File: src/aux_pkg.sv
`default_nettype none

package aux_pkg;

    ////////////////////////////////////////////////////////////
    // channel widths
    ////////////////////////////////////////////////////////////

    typedef logic [7:0]  aux_byte_t;
    typedef logic [19:0] aux_addr_t;
    // number of bytes minus one
    typedef logic [7:0]  aux_len_t;
    typedef logic [1:0]  aux_cmd_t;
    typedef logic [1:0]  aux_ack_t;

    // request commands
    localparam aux_cmd_t CMD_WRITE = 2'd0;
    localparam aux_cmd_t CMD_READ  = 2'd1;

    // high nibble of header byte 0
    localparam logic [3:0] NATIVE_WRITE_NIBBLE = 4'h8;
    localparam logic [3:0] NATIVE_READ_NIBBLE  = 4'h9;

    // ack codes, bits 5..4 of the first reply byte
    localparam aux_ack_t REPLY_ACK   = 2'd0;
    localparam aux_ack_t REPLY_NACK  = 2'd1;
    localparam aux_ack_t REPLY_DEFER = 2'd2;

    // reply wait and retransmission limits
    localparam int TIMEOUT_CYCLES = 200;
    localparam int MAX_RETRIES    = 3;

    ////////////////////////////////////////////////////////////
    // bundles
    ////////////////////////////////////////////////////////////

    typedef struct packed {
        aux_cmd_t  cmd;
        aux_addr_t address;
        aux_len_t  len;
        aux_byte_t data;
    } aux_request_t;

    typedef struct packed {
        aux_ack_t  ack;
        aux_byte_t data;
    } aux_reply_t;

    typedef enum logic [2:0] {
        ST_IDLE,
        ST_SEND,
        ST_WAIT,
        ST_REPLY,
        ST_RETRY
    } ctrl_state_t;

endpackage

`default_nettype wire

File: src/timeout_timer.sv
`timescale 1ns/1ps
`default_nettype none

module timeout_timer (
    input  logic clk,
    input  logic reset,
    input  logic msg_done,
    input  logic phy_start_stop,
    output logic timer_timeout
);
    import aux_pkg::*;

    logic                                    armed;
    logic [$clog2(TIMEOUT_CYCLES + 1) - 1:0] count;
    logic                                    expire;

    // count holds the cycles since msg_done
    assign expire = armed && !phy_start_stop && (int'(count) == TIMEOUT_CYCLES - 1);

    always_ff @(posedge clk) begin
        if (reset) begin
            armed         <= 1'b0;
            count         <= '0;
            timer_timeout <= 1'b0;
        end else begin
            timer_timeout <= expire;
            if (msg_done) begin
                armed <= 1'b1;
                count <= 1;
            end else if (phy_start_stop || expire) begin
                // sink answered, or the wait is over
                armed <= 1'b0;
                count <= '0;
            end else if (armed) begin
                count <= count + 1'b1;
            end
        end
    end

endmodule

`default_nettype wire

File: src/reply_decoder.sv
`timescale 1ns/1ps
`default_nettype none

module reply_decoder (
    input  logic                clk,
    input  logic                reset,
    input  logic                phy_start_stop,
    input  aux_pkg::aux_byte_t  aux_in,
    output aux_pkg::aux_reply_t reply,
    output logic                reply_ack_vld,
    output logic                reply_data_vld
);

    logic phy_q;
    logic first_byte;
    logic next_byte;

    // first cycle of a start/stop run holds the ack byte
    assign first_byte = phy_start_stop && !phy_q;
    assign next_byte  = phy_start_stop && phy_q;

    always_ff @(posedge clk) begin
        if (reset) begin
            phy_q          <= 1'b0;
            reply_ack_vld  <= 1'b0;
            reply_data_vld <= 1'b0;
        end else begin
            phy_q          <= phy_start_stop;
            reply_ack_vld  <= first_byte;
            reply_data_vld <= next_byte;
        end
    end

    // ack code stays put while the data bytes go by
    always_ff @(posedge clk) begin
        if (first_byte) begin
            reply.ack <= aux_in[5:4];
        end else if (next_byte) begin
            reply.data <= aux_in;
        end
    end

endmodule

`default_nettype wire

File: src/native_message_encoder.sv
`timescale 1ns/1ps
`default_nettype none

module native_message_encoder (
    input  logic                  clk,
    input  logic                  reset,
    input  logic                  ctrl_tr_vld,
    input  aux_pkg::aux_request_t ctrl_msg,
    output aux_pkg::aux_byte_t    aux_out,
    output logic                  aux_start_stop,
    output logic                  msg_done
);
    import aux_pkg::*;

    aux_request_t msg_q;
    logic         busy;
    logic [2:0]   idx;
    logic [2:0]   last_idx;
    logic [3:0]   cmd_nibble;
    aux_byte_t    hdr_byte;

    ////////////////////////////////////////////////////////////
    // byte select
    ////////////////////////////////////////////////////////////

    assign cmd_nibble = (msg_q.cmd == CMD_READ) ? NATIVE_READ_NIBBLE : NATIVE_WRITE_NIBBLE;

    // writes carry one extra data byte
    assign last_idx = (msg_q.cmd == CMD_WRITE) ? 3'd4 : 3'd3;

    always_comb begin
        case (idx)
            3'd0:    hdr_byte = {cmd_nibble, msg_q.address[19:16]};
            3'd1:    hdr_byte = msg_q.address[15:8];
            3'd2:    hdr_byte = msg_q.address[7:0];
            3'd3:    hdr_byte = (msg_q.cmd == CMD_WRITE) ? 8'h00 : msg_q.len;
            3'd4:    hdr_byte = msg_q.data;
            default: hdr_byte = 8'h00;
        endcase
    end

    assign aux_out        = busy ? hdr_byte : 8'h00;
    assign aux_start_stop = busy;
    assign msg_done       = busy && (idx == last_idx);

    ////////////////////////////////////////////////////////////
    // sequencing
    ////////////////////////////////////////////////////////////

    always_ff @(posedge clk) begin
        if (reset) begin
            busy <= 1'b0;
            idx  <= 3'd0;
        end else if (!busy) begin
            if (ctrl_tr_vld) begin
                busy <= 1'b1;
                idx  <= 3'd0;
            end
        end else if (msg_done) begin
            busy <= 1'b0;
            idx  <= 3'd0;
        end else begin
            idx <= idx + 1'b1;
        end
    end

    // request held for the whole message
    always_ff @(posedge clk) begin
        if (ctrl_tr_vld && !busy) begin
            msg_q <= ctrl_msg;
        end
    end

endmodule

`default_nettype wire

File: src/aux_ctrl_unit.sv
`timescale 1ns/1ps
`default_nettype none

module aux_ctrl_unit (
    input  logic                  clk,
    input  logic                  reset,
    input  logic                  spm_transaction_vld,
    input  aux_pkg::aux_request_t spm_request,
    input  logic                  lpm_transaction_vld,
    input  aux_pkg::aux_request_t lpm_request,
    input  aux_pkg::aux_reply_t   reply,
    input  logic                  reply_ack_vld,
    input  logic                  reply_data_vld,
    input  logic                  timer_timeout,
    input  logic                  msg_done,
    input  logic                  phy_start_stop,
    output logic                  ctrl_tr_vld,
    output aux_pkg::aux_request_t ctrl_msg,
    output aux_pkg::aux_reply_t   spm_reply,
    output logic                  spm_reply_ack_vld,
    output logic                  spm_reply_data_vld,
    output aux_pkg::aux_reply_t   lpm_reply,
    output logic                  lpm_reply_ack_vld,
    output logic                  lpm_reply_data_vld,
    output logic                  ctrl_native_failed
);
    import aux_pkg::*;

    ctrl_state_t                          state;
    aux_request_t                         req_q;
    logic                                 owner_lpm;
    logic [$clog2(MAX_RETRIES + 1) - 1:0] retry_cnt;
    logic                                 new_req;
    logic                                 retry_req;
    logic                                 reply_end;
    logic                                 routing_en;

    ////////////////////////////////////////////////////////////
    // arbitration, spm wins a tie
    ////////////////////////////////////////////////////////////

    assign new_req = (state == ST_IDLE) && (spm_transaction_vld || lpm_transaction_vld);

    // retransmit only once the sink has released the channel
    assign ctrl_tr_vld = new_req || ((state == ST_RETRY) && !phy_start_stop);

    always_comb begin
        if (state == ST_IDLE) begin
            ctrl_msg = spm_transaction_vld ? spm_request : lpm_request;
        end else begin
            ctrl_msg = req_q;
        end
    end

    always_ff @(posedge clk) begin
        if (new_req) begin
            req_q <= ctrl_msg;
        end
    end

    // reply classification while waiting
    always_comb begin
        retry_req = 1'b0;
        reply_end = 1'b0;
        if (state == ST_WAIT) begin
            if (reply_ack_vld) begin
                case (reply.ack)
                    REPLY_ACK, REPLY_NACK: reply_end = 1'b1;
                    REPLY_DEFER:           retry_req = 1'b1;
                    // reserved code closes it like a nack
                    default:               reply_end = 1'b1;
                endcase
            end else begin
                retry_req = timer_timeout;
            end
        end
    end

    ////////////////////////////////////////////////////////////
    // transaction FSM
    ////////////////////////////////////////////////////////////

    always_ff @(posedge clk) begin
        if (reset) begin
            state              <= ST_IDLE;
            owner_lpm          <= 1'b0;
            retry_cnt          <= '0;
            ctrl_native_failed <= 1'b0;
        end else begin
            ctrl_native_failed <= 1'b0;
            case (state)
                ST_IDLE: begin
                    if (new_req) begin
                        owner_lpm <= !spm_transaction_vld;
                        retry_cnt <= '0;
                        state     <= ST_SEND;
                    end
                end
                ST_SEND: begin
                    if (msg_done) begin
                        state <= ST_WAIT;
                    end
                end
                ST_WAIT: begin
                    if (retry_req) begin
                        if (int'(retry_cnt) < MAX_RETRIES) begin
                            retry_cnt <= retry_cnt + 1'b1;
                            state     <= ST_RETRY;
                        end else begin
                            // out of attempts
                            ctrl_native_failed <= 1'b1;
                            state              <= ST_IDLE;
                        end
                    end else if (reply_end) begin
                        state <= ST_REPLY;
                    end
                end
                ST_REPLY: begin
                    // data bytes keep flowing until the sink drops start/stop
                    if (!phy_start_stop) begin
                        state <= ST_IDLE;
                    end
                end
                ST_RETRY: begin
                    if (!phy_start_stop) begin
                        state <= ST_SEND;
                    end
                end
                default: state <= ST_IDLE;
            endcase
        end
    end

    // reply routing to the owner
    assign routing_en = (state == ST_WAIT) || (state == ST_REPLY);

    assign spm_reply          = reply;
    assign spm_reply_ack_vld  = routing_en && !owner_lpm && reply_ack_vld;
    assign spm_reply_data_vld = routing_en && !owner_lpm && reply_data_vld;

    assign lpm_reply          = reply;
    assign lpm_reply_ack_vld  = routing_en && owner_lpm && reply_ack_vld;
    assign lpm_reply_data_vld = routing_en && owner_lpm && reply_data_vld;

endmodule

`default_nettype wire

File: src/aux_source_top.sv
`timescale 1ns/1ps
`default_nettype none

module aux_source_top (
    input  logic                  clk,
    input  logic                  reset,
    input  logic                  spm_transaction_vld,
    input  aux_pkg::aux_request_t spm_request,
    input  logic                  lpm_transaction_vld,
    input  aux_pkg::aux_request_t lpm_request,
    input  logic                  phy_start_stop,
    input  aux_pkg::aux_byte_t    aux_in,
    output aux_pkg::aux_byte_t    aux_out,
    output logic                  aux_start_stop,
    output aux_pkg::aux_reply_t   spm_reply,
    output logic                  spm_reply_ack_vld,
    output logic                  spm_reply_data_vld,
    output aux_pkg::aux_reply_t   lpm_reply,
    output logic                  lpm_reply_ack_vld,
    output logic                  lpm_reply_data_vld,
    output logic                  ctrl_native_failed,
    output logic                  timer_timeout
);
    import aux_pkg::*;

    // control unit to encoder
    logic         ctrl_tr_vld;
    aux_request_t ctrl_msg;
    logic         msg_done;

    // decoder to control unit
    aux_reply_t   reply;
    logic         reply_ack_vld;
    logic         reply_data_vld;

    aux_ctrl_unit aux_ctrl_unit_inst (
        .clk                 (clk),
        .reset               (reset),
        .spm_transaction_vld (spm_transaction_vld),
        .spm_request         (spm_request),
        .lpm_transaction_vld (lpm_transaction_vld),
        .lpm_request         (lpm_request),
        .reply               (reply),
        .reply_ack_vld       (reply_ack_vld),
        .reply_data_vld      (reply_data_vld),
        .timer_timeout       (timer_timeout),
        .msg_done            (msg_done),
        .phy_start_stop      (phy_start_stop),
        .ctrl_tr_vld         (ctrl_tr_vld),
        .ctrl_msg            (ctrl_msg),
        .spm_reply           (spm_reply),
        .spm_reply_ack_vld   (spm_reply_ack_vld),
        .spm_reply_data_vld  (spm_reply_data_vld),
        .lpm_reply           (lpm_reply),
        .lpm_reply_ack_vld   (lpm_reply_ack_vld),
        .lpm_reply_data_vld  (lpm_reply_data_vld),
        .ctrl_native_failed  (ctrl_native_failed)
    );

    native_message_encoder native_message_encoder_inst (
        .clk            (clk),
        .reset          (reset),
        .ctrl_tr_vld    (ctrl_tr_vld),
        .ctrl_msg       (ctrl_msg),
        .aux_out        (aux_out),
        .aux_start_stop (aux_start_stop),
        .msg_done       (msg_done)
    );

    timeout_timer timeout_timer_inst (
        .clk            (clk),
        .reset          (reset),
        .msg_done       (msg_done),
        .phy_start_stop (phy_start_stop),
        .timer_timeout  (timer_timeout)
    );

    reply_decoder reply_decoder_inst (
        .clk            (clk),
        .reset          (reset),
        .phy_start_stop (phy_start_stop),
        .aux_in         (aux_in),
        .reply          (reply),
        .reply_ack_vld  (reply_ack_vld),
        .reply_data_vld (reply_data_vld)
    );

endmodule

`default_nettype wire

File: config.mk
export PLATFORM = sky130hd
export DESIGN_NAME = aux_source_top
export DESIGN_NICKNAME = d
export VERILOG_FILES = /design/src/aux_pkg.sv /design/src/timeout_timer.sv /design/src/reply_decoder.sv /design/src/native_message_encoder.sv /design/src/aux_ctrl_unit.sv /design/src/aux_source_top.sv
export SDC_FILE = /design/constraint.sdc
export NUM_CORES = 1
export LEC_CHECK = 0
export BUFFER_PORTS_ARGS = -buffer_cell sky130_fd_sc_hd__buf_2
export CAP_MARGIN = 30
export CORE_AREA = 2 2 103 105
export CTS_CLUSTER_DIAMETER = 120
export DETAILED_ROUTE_END_ITERATION = 8
export DIE_AREA = 0 0 105 107
export GPL_TIMING_DRIVEN = 0
export HOLD_SLACK_MARGIN = 0.03
export PLACE_DENSITY = 0.75
export SYNTH_ARGS = -nofsm -noshare
export SYNTH_HDL_FRONTEND = slang
export SYNTH_SLANG_ARGS = --single-unit
File: constraint.sdc
create_clock -name clk -period 12.36 [get_ports clk]
set_clock_uncertainty 0.1 [all_clocks]
set_input_delay 1.236 -clock clk [delete_from_list [all_inputs] [get_ports clk]]
set_output_delay 1.236 -clock clk [all_outputs]
set_load 0.01 [all_outputs]
== Word level (Yosys, flattened, before mapping) ==
Index checks and enable logic that the tools add are counted.
Storage, ports and cells
  bits in registers: 110
  bits in latches: 0
  RAM bits: 0
  bits in read-only memories: 0
  bits of input ports: 89
  word-level logic and storage cells: 122
  memories: 0
Operators by class
  add/sub/neg operators: 3
  multiply operators: 0
  divide/modulo/power cells: 0
  magnitude comparators: 1
  equality and inequality tests: 19
  shifts and indexed selects: 0
  muxes and demuxes: 37
  bitwise operators: 3
  reduce and logical (&&, ||, !) cells: 36
Operators by type and width (count)
  38-bit two-way mux: 2
  8-bit one-hot mux with 5 select lines: 1
  3-bit two-way mux: 11
  1-bit two-way mux: 16
  8-bit two-way mux: 2
  3-bit one-hot mux with 5 select lines: 1
  1-bit logical AND: 14
  3-bit by 2-bit == test with 1-bit output (second input constant): 4
  8-bit by 1-bit adder with 8-bit output (second input constant): 1
  8-bit by 7-bit == test with 1-bit output (second input constant): 1
  3-bit by 1-bit == test with 1-bit output (second input constant): 2
  3-bit == test (second input constant): 2
  3-bit zero test: 2
  2-bit two-way mux: 3
  2-bit by 1-bit != test with 1-bit output (second input constant): 3
  2-bit != test (second input constant): 3
  2-bit nonzero test: 3
  3-bit OR reduction: 2
  1-bit zero test: 5
  5-bit AND reduction: 1
  1-bit logical OR: 4
  2-bit one-hot mux with 2 select lines: 1
  2-bit AND reduction: 2
  4-bit AND reduction: 1
  other kinds (10): 12

== Logic depth before layout (Yosys ltp) ==
  word-level depth: 7
  mapped depth: 7
  mapped depth without buffers: 6

== Hierarchy ==
A second synthesis with hierarchy kept.
Unflattened totals
  cells, all modules: 422
  area, all modules: 5128.7 um^2
Modules (own cells, without submodules)
  aux_ctrl_unit: instances 1, cells each 244, area an instance 2519.9 um^2, seq. area each 1281.2 um^2
  native_message_encoder: instances 1, cells each 114, area an instance 1759.2 um^2, seq. area each 1221.2 um^2
  timeout_timer: instances 1, cells each 46, area an instance 445.4 um^2, seq. area each 200.2 um^2
  reply_decoder: instances 1, cells each 18, area an instance 404.1 um^2, seq. area each 360.3 um^2

== Least setup slack after synthesis ==
OpenSTA, ideal clock, no wires.
  path type: input to register
  from: input phy_start_stop
  to: register native_message_encoder_inst.msg_q[0] (netlist name), enable pin
  data arrival time: 5242 ps
  data required time: 11732 ps
  path slack: 6490 ps
  stages: 4
  buffers on the path: 1
  path through: buf_2 -> nand2_1 -> nand2_1 -> nor4_1
Between the ends
  cells in the longest elaborated chain, start to end: 4
Ends and longest elaborated chain
  from (decl): RTL line aux_source_top.sv:11  | input logic phy_start_stop,
  1-bit zero test: RTL line aux_ctrl_unit.sv:45  | assign ctrl_tr_vld = new_req || ((state == ST_RETRY) && !phy_start_stop);
  1-bit logical AND: RTL line aux_ctrl_unit.sv:45
  1-bit logical OR: RTL line aux_ctrl_unit.sv:45
  1-bit logical AND: RTL line native_message_encoder.sv:69  | if (ctrl_tr_vld && !busy) begin
  to (signal assigned): RTL line native_message_encoder.sv:70  | msg_q <= ctrl_msg;
  to (decl): RTL line native_message_encoder.sv:15  | aux_request_t msg_q;
Every way passes these cells.
A chain may end at the register's enable or synchronous reset.

== Final worst setup path ==
  from: register native_message_encoder_inst.idx[0]
  to: output aux_out[7]
Between the ends
  cells in the longest elaborated chain, start to end: 3
  elaborated cells between the ends (all ways): 7
  classes of those cells: eq/ne: 4; mux: 2; reduce/logical: 1
Ends and longest elaborated chain
  from (decl): RTL line native_message_encoder.sv:17  | logic [2:0] idx;
  from (signal assigned): RTL line native_message_encoder.sv:63  | idx <= idx + 1'b1;
  3-bit == test (tied with other cells): RTL line native_message_encoder.sv:32  | case (idx)
  8-bit one-hot mux with 5 select lines *: RTL line native_message_encoder.sv:32
  8-bit two-way mux *: RTL line native_message_encoder.sv:42  | assign aux_out = busy ? hdr_byte : 8'h00;
  to (decl): RTL line aux_source_top.sv:13  | output aux_pkg::aux_byte_t aux_out,
Mark *: on every way between the ends. The rest lies on a longest branch, timed or not.

==> summary.md <==
| Metric | Value |
|---|---|
| Sequential-to-total area share from yosys stat | `0.6131` |
| Max Fanout on Critical Path | `9` |
| Root buf cell | `clkbuf_8` |
| Worst slack, placed | `9.039 ns` |
| Relative slew slack | `0.3504` |
| Required time worst endpoint | `11.02 ns` |
| CORE AREA | `10090 um2` |
| Clock Latency Late Sink | `0.38 ns` |
| Pwr per Cell Area | `138.7 nW/um2` |
| Ant. Diodes | `0` |
| Final Hold Viols | `0` |
| H-tree depth | `3` |
| Yosys top cell area share | `0.5169` |
| Routed length per instance | `15.39 um` |
| RSZ-0062 raised after global routing | `false` |
| Tot Pwr | `0.8350 mW` |
| Synth Register Bits | `110` |
| Distinct cell type count after synthesis | `57` |
| ANT nets after route | `0` |
| Post-synth top area cell | `edfxtp_1` |
| Synth area leaders | `edfxtp_1 52%, dfxtp_1 9.6%, mux2i_1 8.0%` |
| Initial Utilization | `0.4950` |
| Synth Flop Type | `edfxtp_1` |
| Final net count | `645` |
| Die X | `105 um` |
| Static Leak | `2.496 nW` |
| Syn avg cell area | `12.13 um2` |
| Port bufs | `121` |
| Final setup fails | `0` |
| Worst path max stage delay | `0.46 ns` |
| Worst r2r src | `aux_ctrl_unit_inst.state[0]` |
| Vias in the first global route | `3486` |
| Std-Cell Rows | `37` |
| Num ports | `124` |
| CTS Hold Buffers Added | `0` |
| Commonest non-fill, non-tap cell in the layout | `buf_2` |
| Worst slew pin tran | `0.9744 ns` |
| Asr flop ratio synth | `0` |
| Syn Nets | `508` |
| Min-delay worst type | `reg2reg` |
| HP Start | `reply_decoder_inst.phy_q` |
| Status | `finished, final reports clean` |
| Crit path top cell by count | `nor2_1` |
| EDFF count, synth | `86` |
| Detail Placement HPWL | `7863 um` |
| Vias per cell | `5.272` |
| Critical path arrival | `2.39 ns` |
| Clk slew on worst S/H paths | `0.11 ns` |
| # Max-Cap Violations | `0` |
| Worst VDD drop | `0.00006721 V` |
| Fmax | `0.2683 GHz` |
| Post-synthesis to final-layout area growth | `20.46%` |
| Die height | `107 um` |
| Initial antenna violation count | `0` |
| Share of cells above drive strength 1 | `0.3249` |
| Final WL | `10620 um` |
| RePlAce Congestion | `0.8041` |
| Largest net degree at the start of global routing | `40` |
| Num CTS Buffers | `9` |
| Critical path cell sequence | `inv_1, ha_1, clkbuf_1, nor3_1, nor2_1, o21ai_1, nor2_1, buf_2` |
| Fin. max-slew vios | `0` |
| Final worst slack | `8.632 ns` |
| Clock tree buffer depth | `2` |
| Die area | `11240 um2` |
| CP startpoint kind | `flip-flop` |
| Synth Cell Area | `4996 um2` |
| Setup crit end kind | `primary output` |
| # Post-CTS Setup Buffers | `0` |
| CP startpoint | `native_message_encoder_inst.idx[0]` |
| First drt pass iteration count | `4` |
| CTS resizes | `0` |
| Grt ovf | `0` |
| Setup_tns | `0 ns` |
| Post-Synthesis Cells | `412` |
| Final Cycle Share | `0.3016` |
| Slowest CP cell | `dfxtp_1` |
| Iteration-0 DRC Markers | `245` |
| CTS tree | `yes` |
| Commonest cells after routing, fill and taps aside | `134 x buf_2, 86 x edfxtp_1, 66 x nor2_1` |
| DRC | `0` |
| Crit path kind | `reg2out` |
| Final Critical Period | `3.728 ns` |
| First-pass GRT wire length | `16940 um` |
| Total global-route track usage | `0.1924` |
| Num Clock Sinks | `110` |
| Vias | `3638` |
| YS warnings | `0` |
worst paths after layout:
check	endpoint	slack, ns	depth (start not counted)
max reg2reg	aux_ctrl_unit_inst.retry_cnt[0]	10.10	5
min	reply_decoder_inst.reply_ack_vld	0.36	1
max	aux_out[7]	8.63	8
min reg2reg	reply_decoder_inst.reply_ack_vld	0.36	1
report_power, final:
part / switching [mW] / internal, mW / leakage [nW]
sequential: 0.0172 / 0.464 / 1.00
combinational: 0.0861 / 0.0524 / 1.39
clock: 0.134 / 0.0818 / 0.106
total: 0.237 / 0.598 / 2.50
layout make-up:
type | instances | area, um2
Clock buffer | 9 | 123.9
Timing Repair Buffer | 126 | 643.1
Fill cell | 874 | 4074
Multi-Input combinational cell | 265 | 1722
Sequential cell | 110 | 3063
Clock inverter | 7 | 77.57
Tap cell | 136 | 170.2
Buffer | 34 | 207.7
Inverter | 3 | 11.26
kinds of logic (layout without fill, tap and decap cells):
kind of cell               Yosys count  after routing  share of synthesized area
AOI/OAI and AO/OA                   84             84                     0.1034
xor gates and xnor gates             7              7                    0.01227
adders and majority gates            7              7                    0.01753
buffers and inverters               37            179                    0.04383
DFF                                110            110                     0.6131
muxes                               41             41                    0.08465
and+or+nand+nor                    126            126                     0.1252
stage by stage:
step | cell area [um2] | std cells | utilization | hold WS (ns)
floorplan | 4996 | 412 | - | 0.3203
global placement | 5772 | 669 | 0.5719 | 0.3356
detailed placement | 5817 | 674 | 0.5764 | 0.3517
CTS | 6018 | 690 | 0.5963 | 0.3653
global route | 6018 | 690 | 0.5963 | 0.3911
finish | 6018 | 690 | 0.5963 | 0.3628
state kept, by name, summed over array words and instances (netlist names), 2 cells and up:
| name | flops |
|---|---|
| aux_ctrl_unit_inst.req_q | 38 |
| native_message_encoder_inst.msg_q | 38 |
| reply_decoder_inst.reply | 10 |
| timeout_timer_inst.count | 8 |
| aux_ctrl_unit_inst.state | 3 |
| native_message_encoder_inst.idx | 3 |
| aux_ctrl_unit_inst.retry_cnt | 2 |
Yosys cell counts, types with 7 or more instances:
library cell	n
nand3_1	10
nor2_1	66
ha_1	7
buf_4	12
a21oi_1	55
buf_2	13
nand2_1	12
mux2i_1	40
edfxtp_1	86
dfxtp_1	24
critical path, delay by kind of cell, from the launching register on:
kind	cells	cell delay, ns
buffers and inverters	3	0.53
flip-flops	1	0.46
AND/OR/NAND/NOR	3	0.41
AO/OA/AOI/OAI	1	0.41
adder cells (fa/ha/maj)	1	0.21
per-layer routing:
layer / wire length, um / vias to the layer above / global-route usage
met5: 0 / - / 0
met4: 173 / 0 / 0.06857
met3: 659 / 12 / 0.03283
met2: 5387 / 143 / 0.3302
met1: 4401 / 1695 / 0.2472
li1: - / 1788 / -
(Power assumes the default switching activity.)
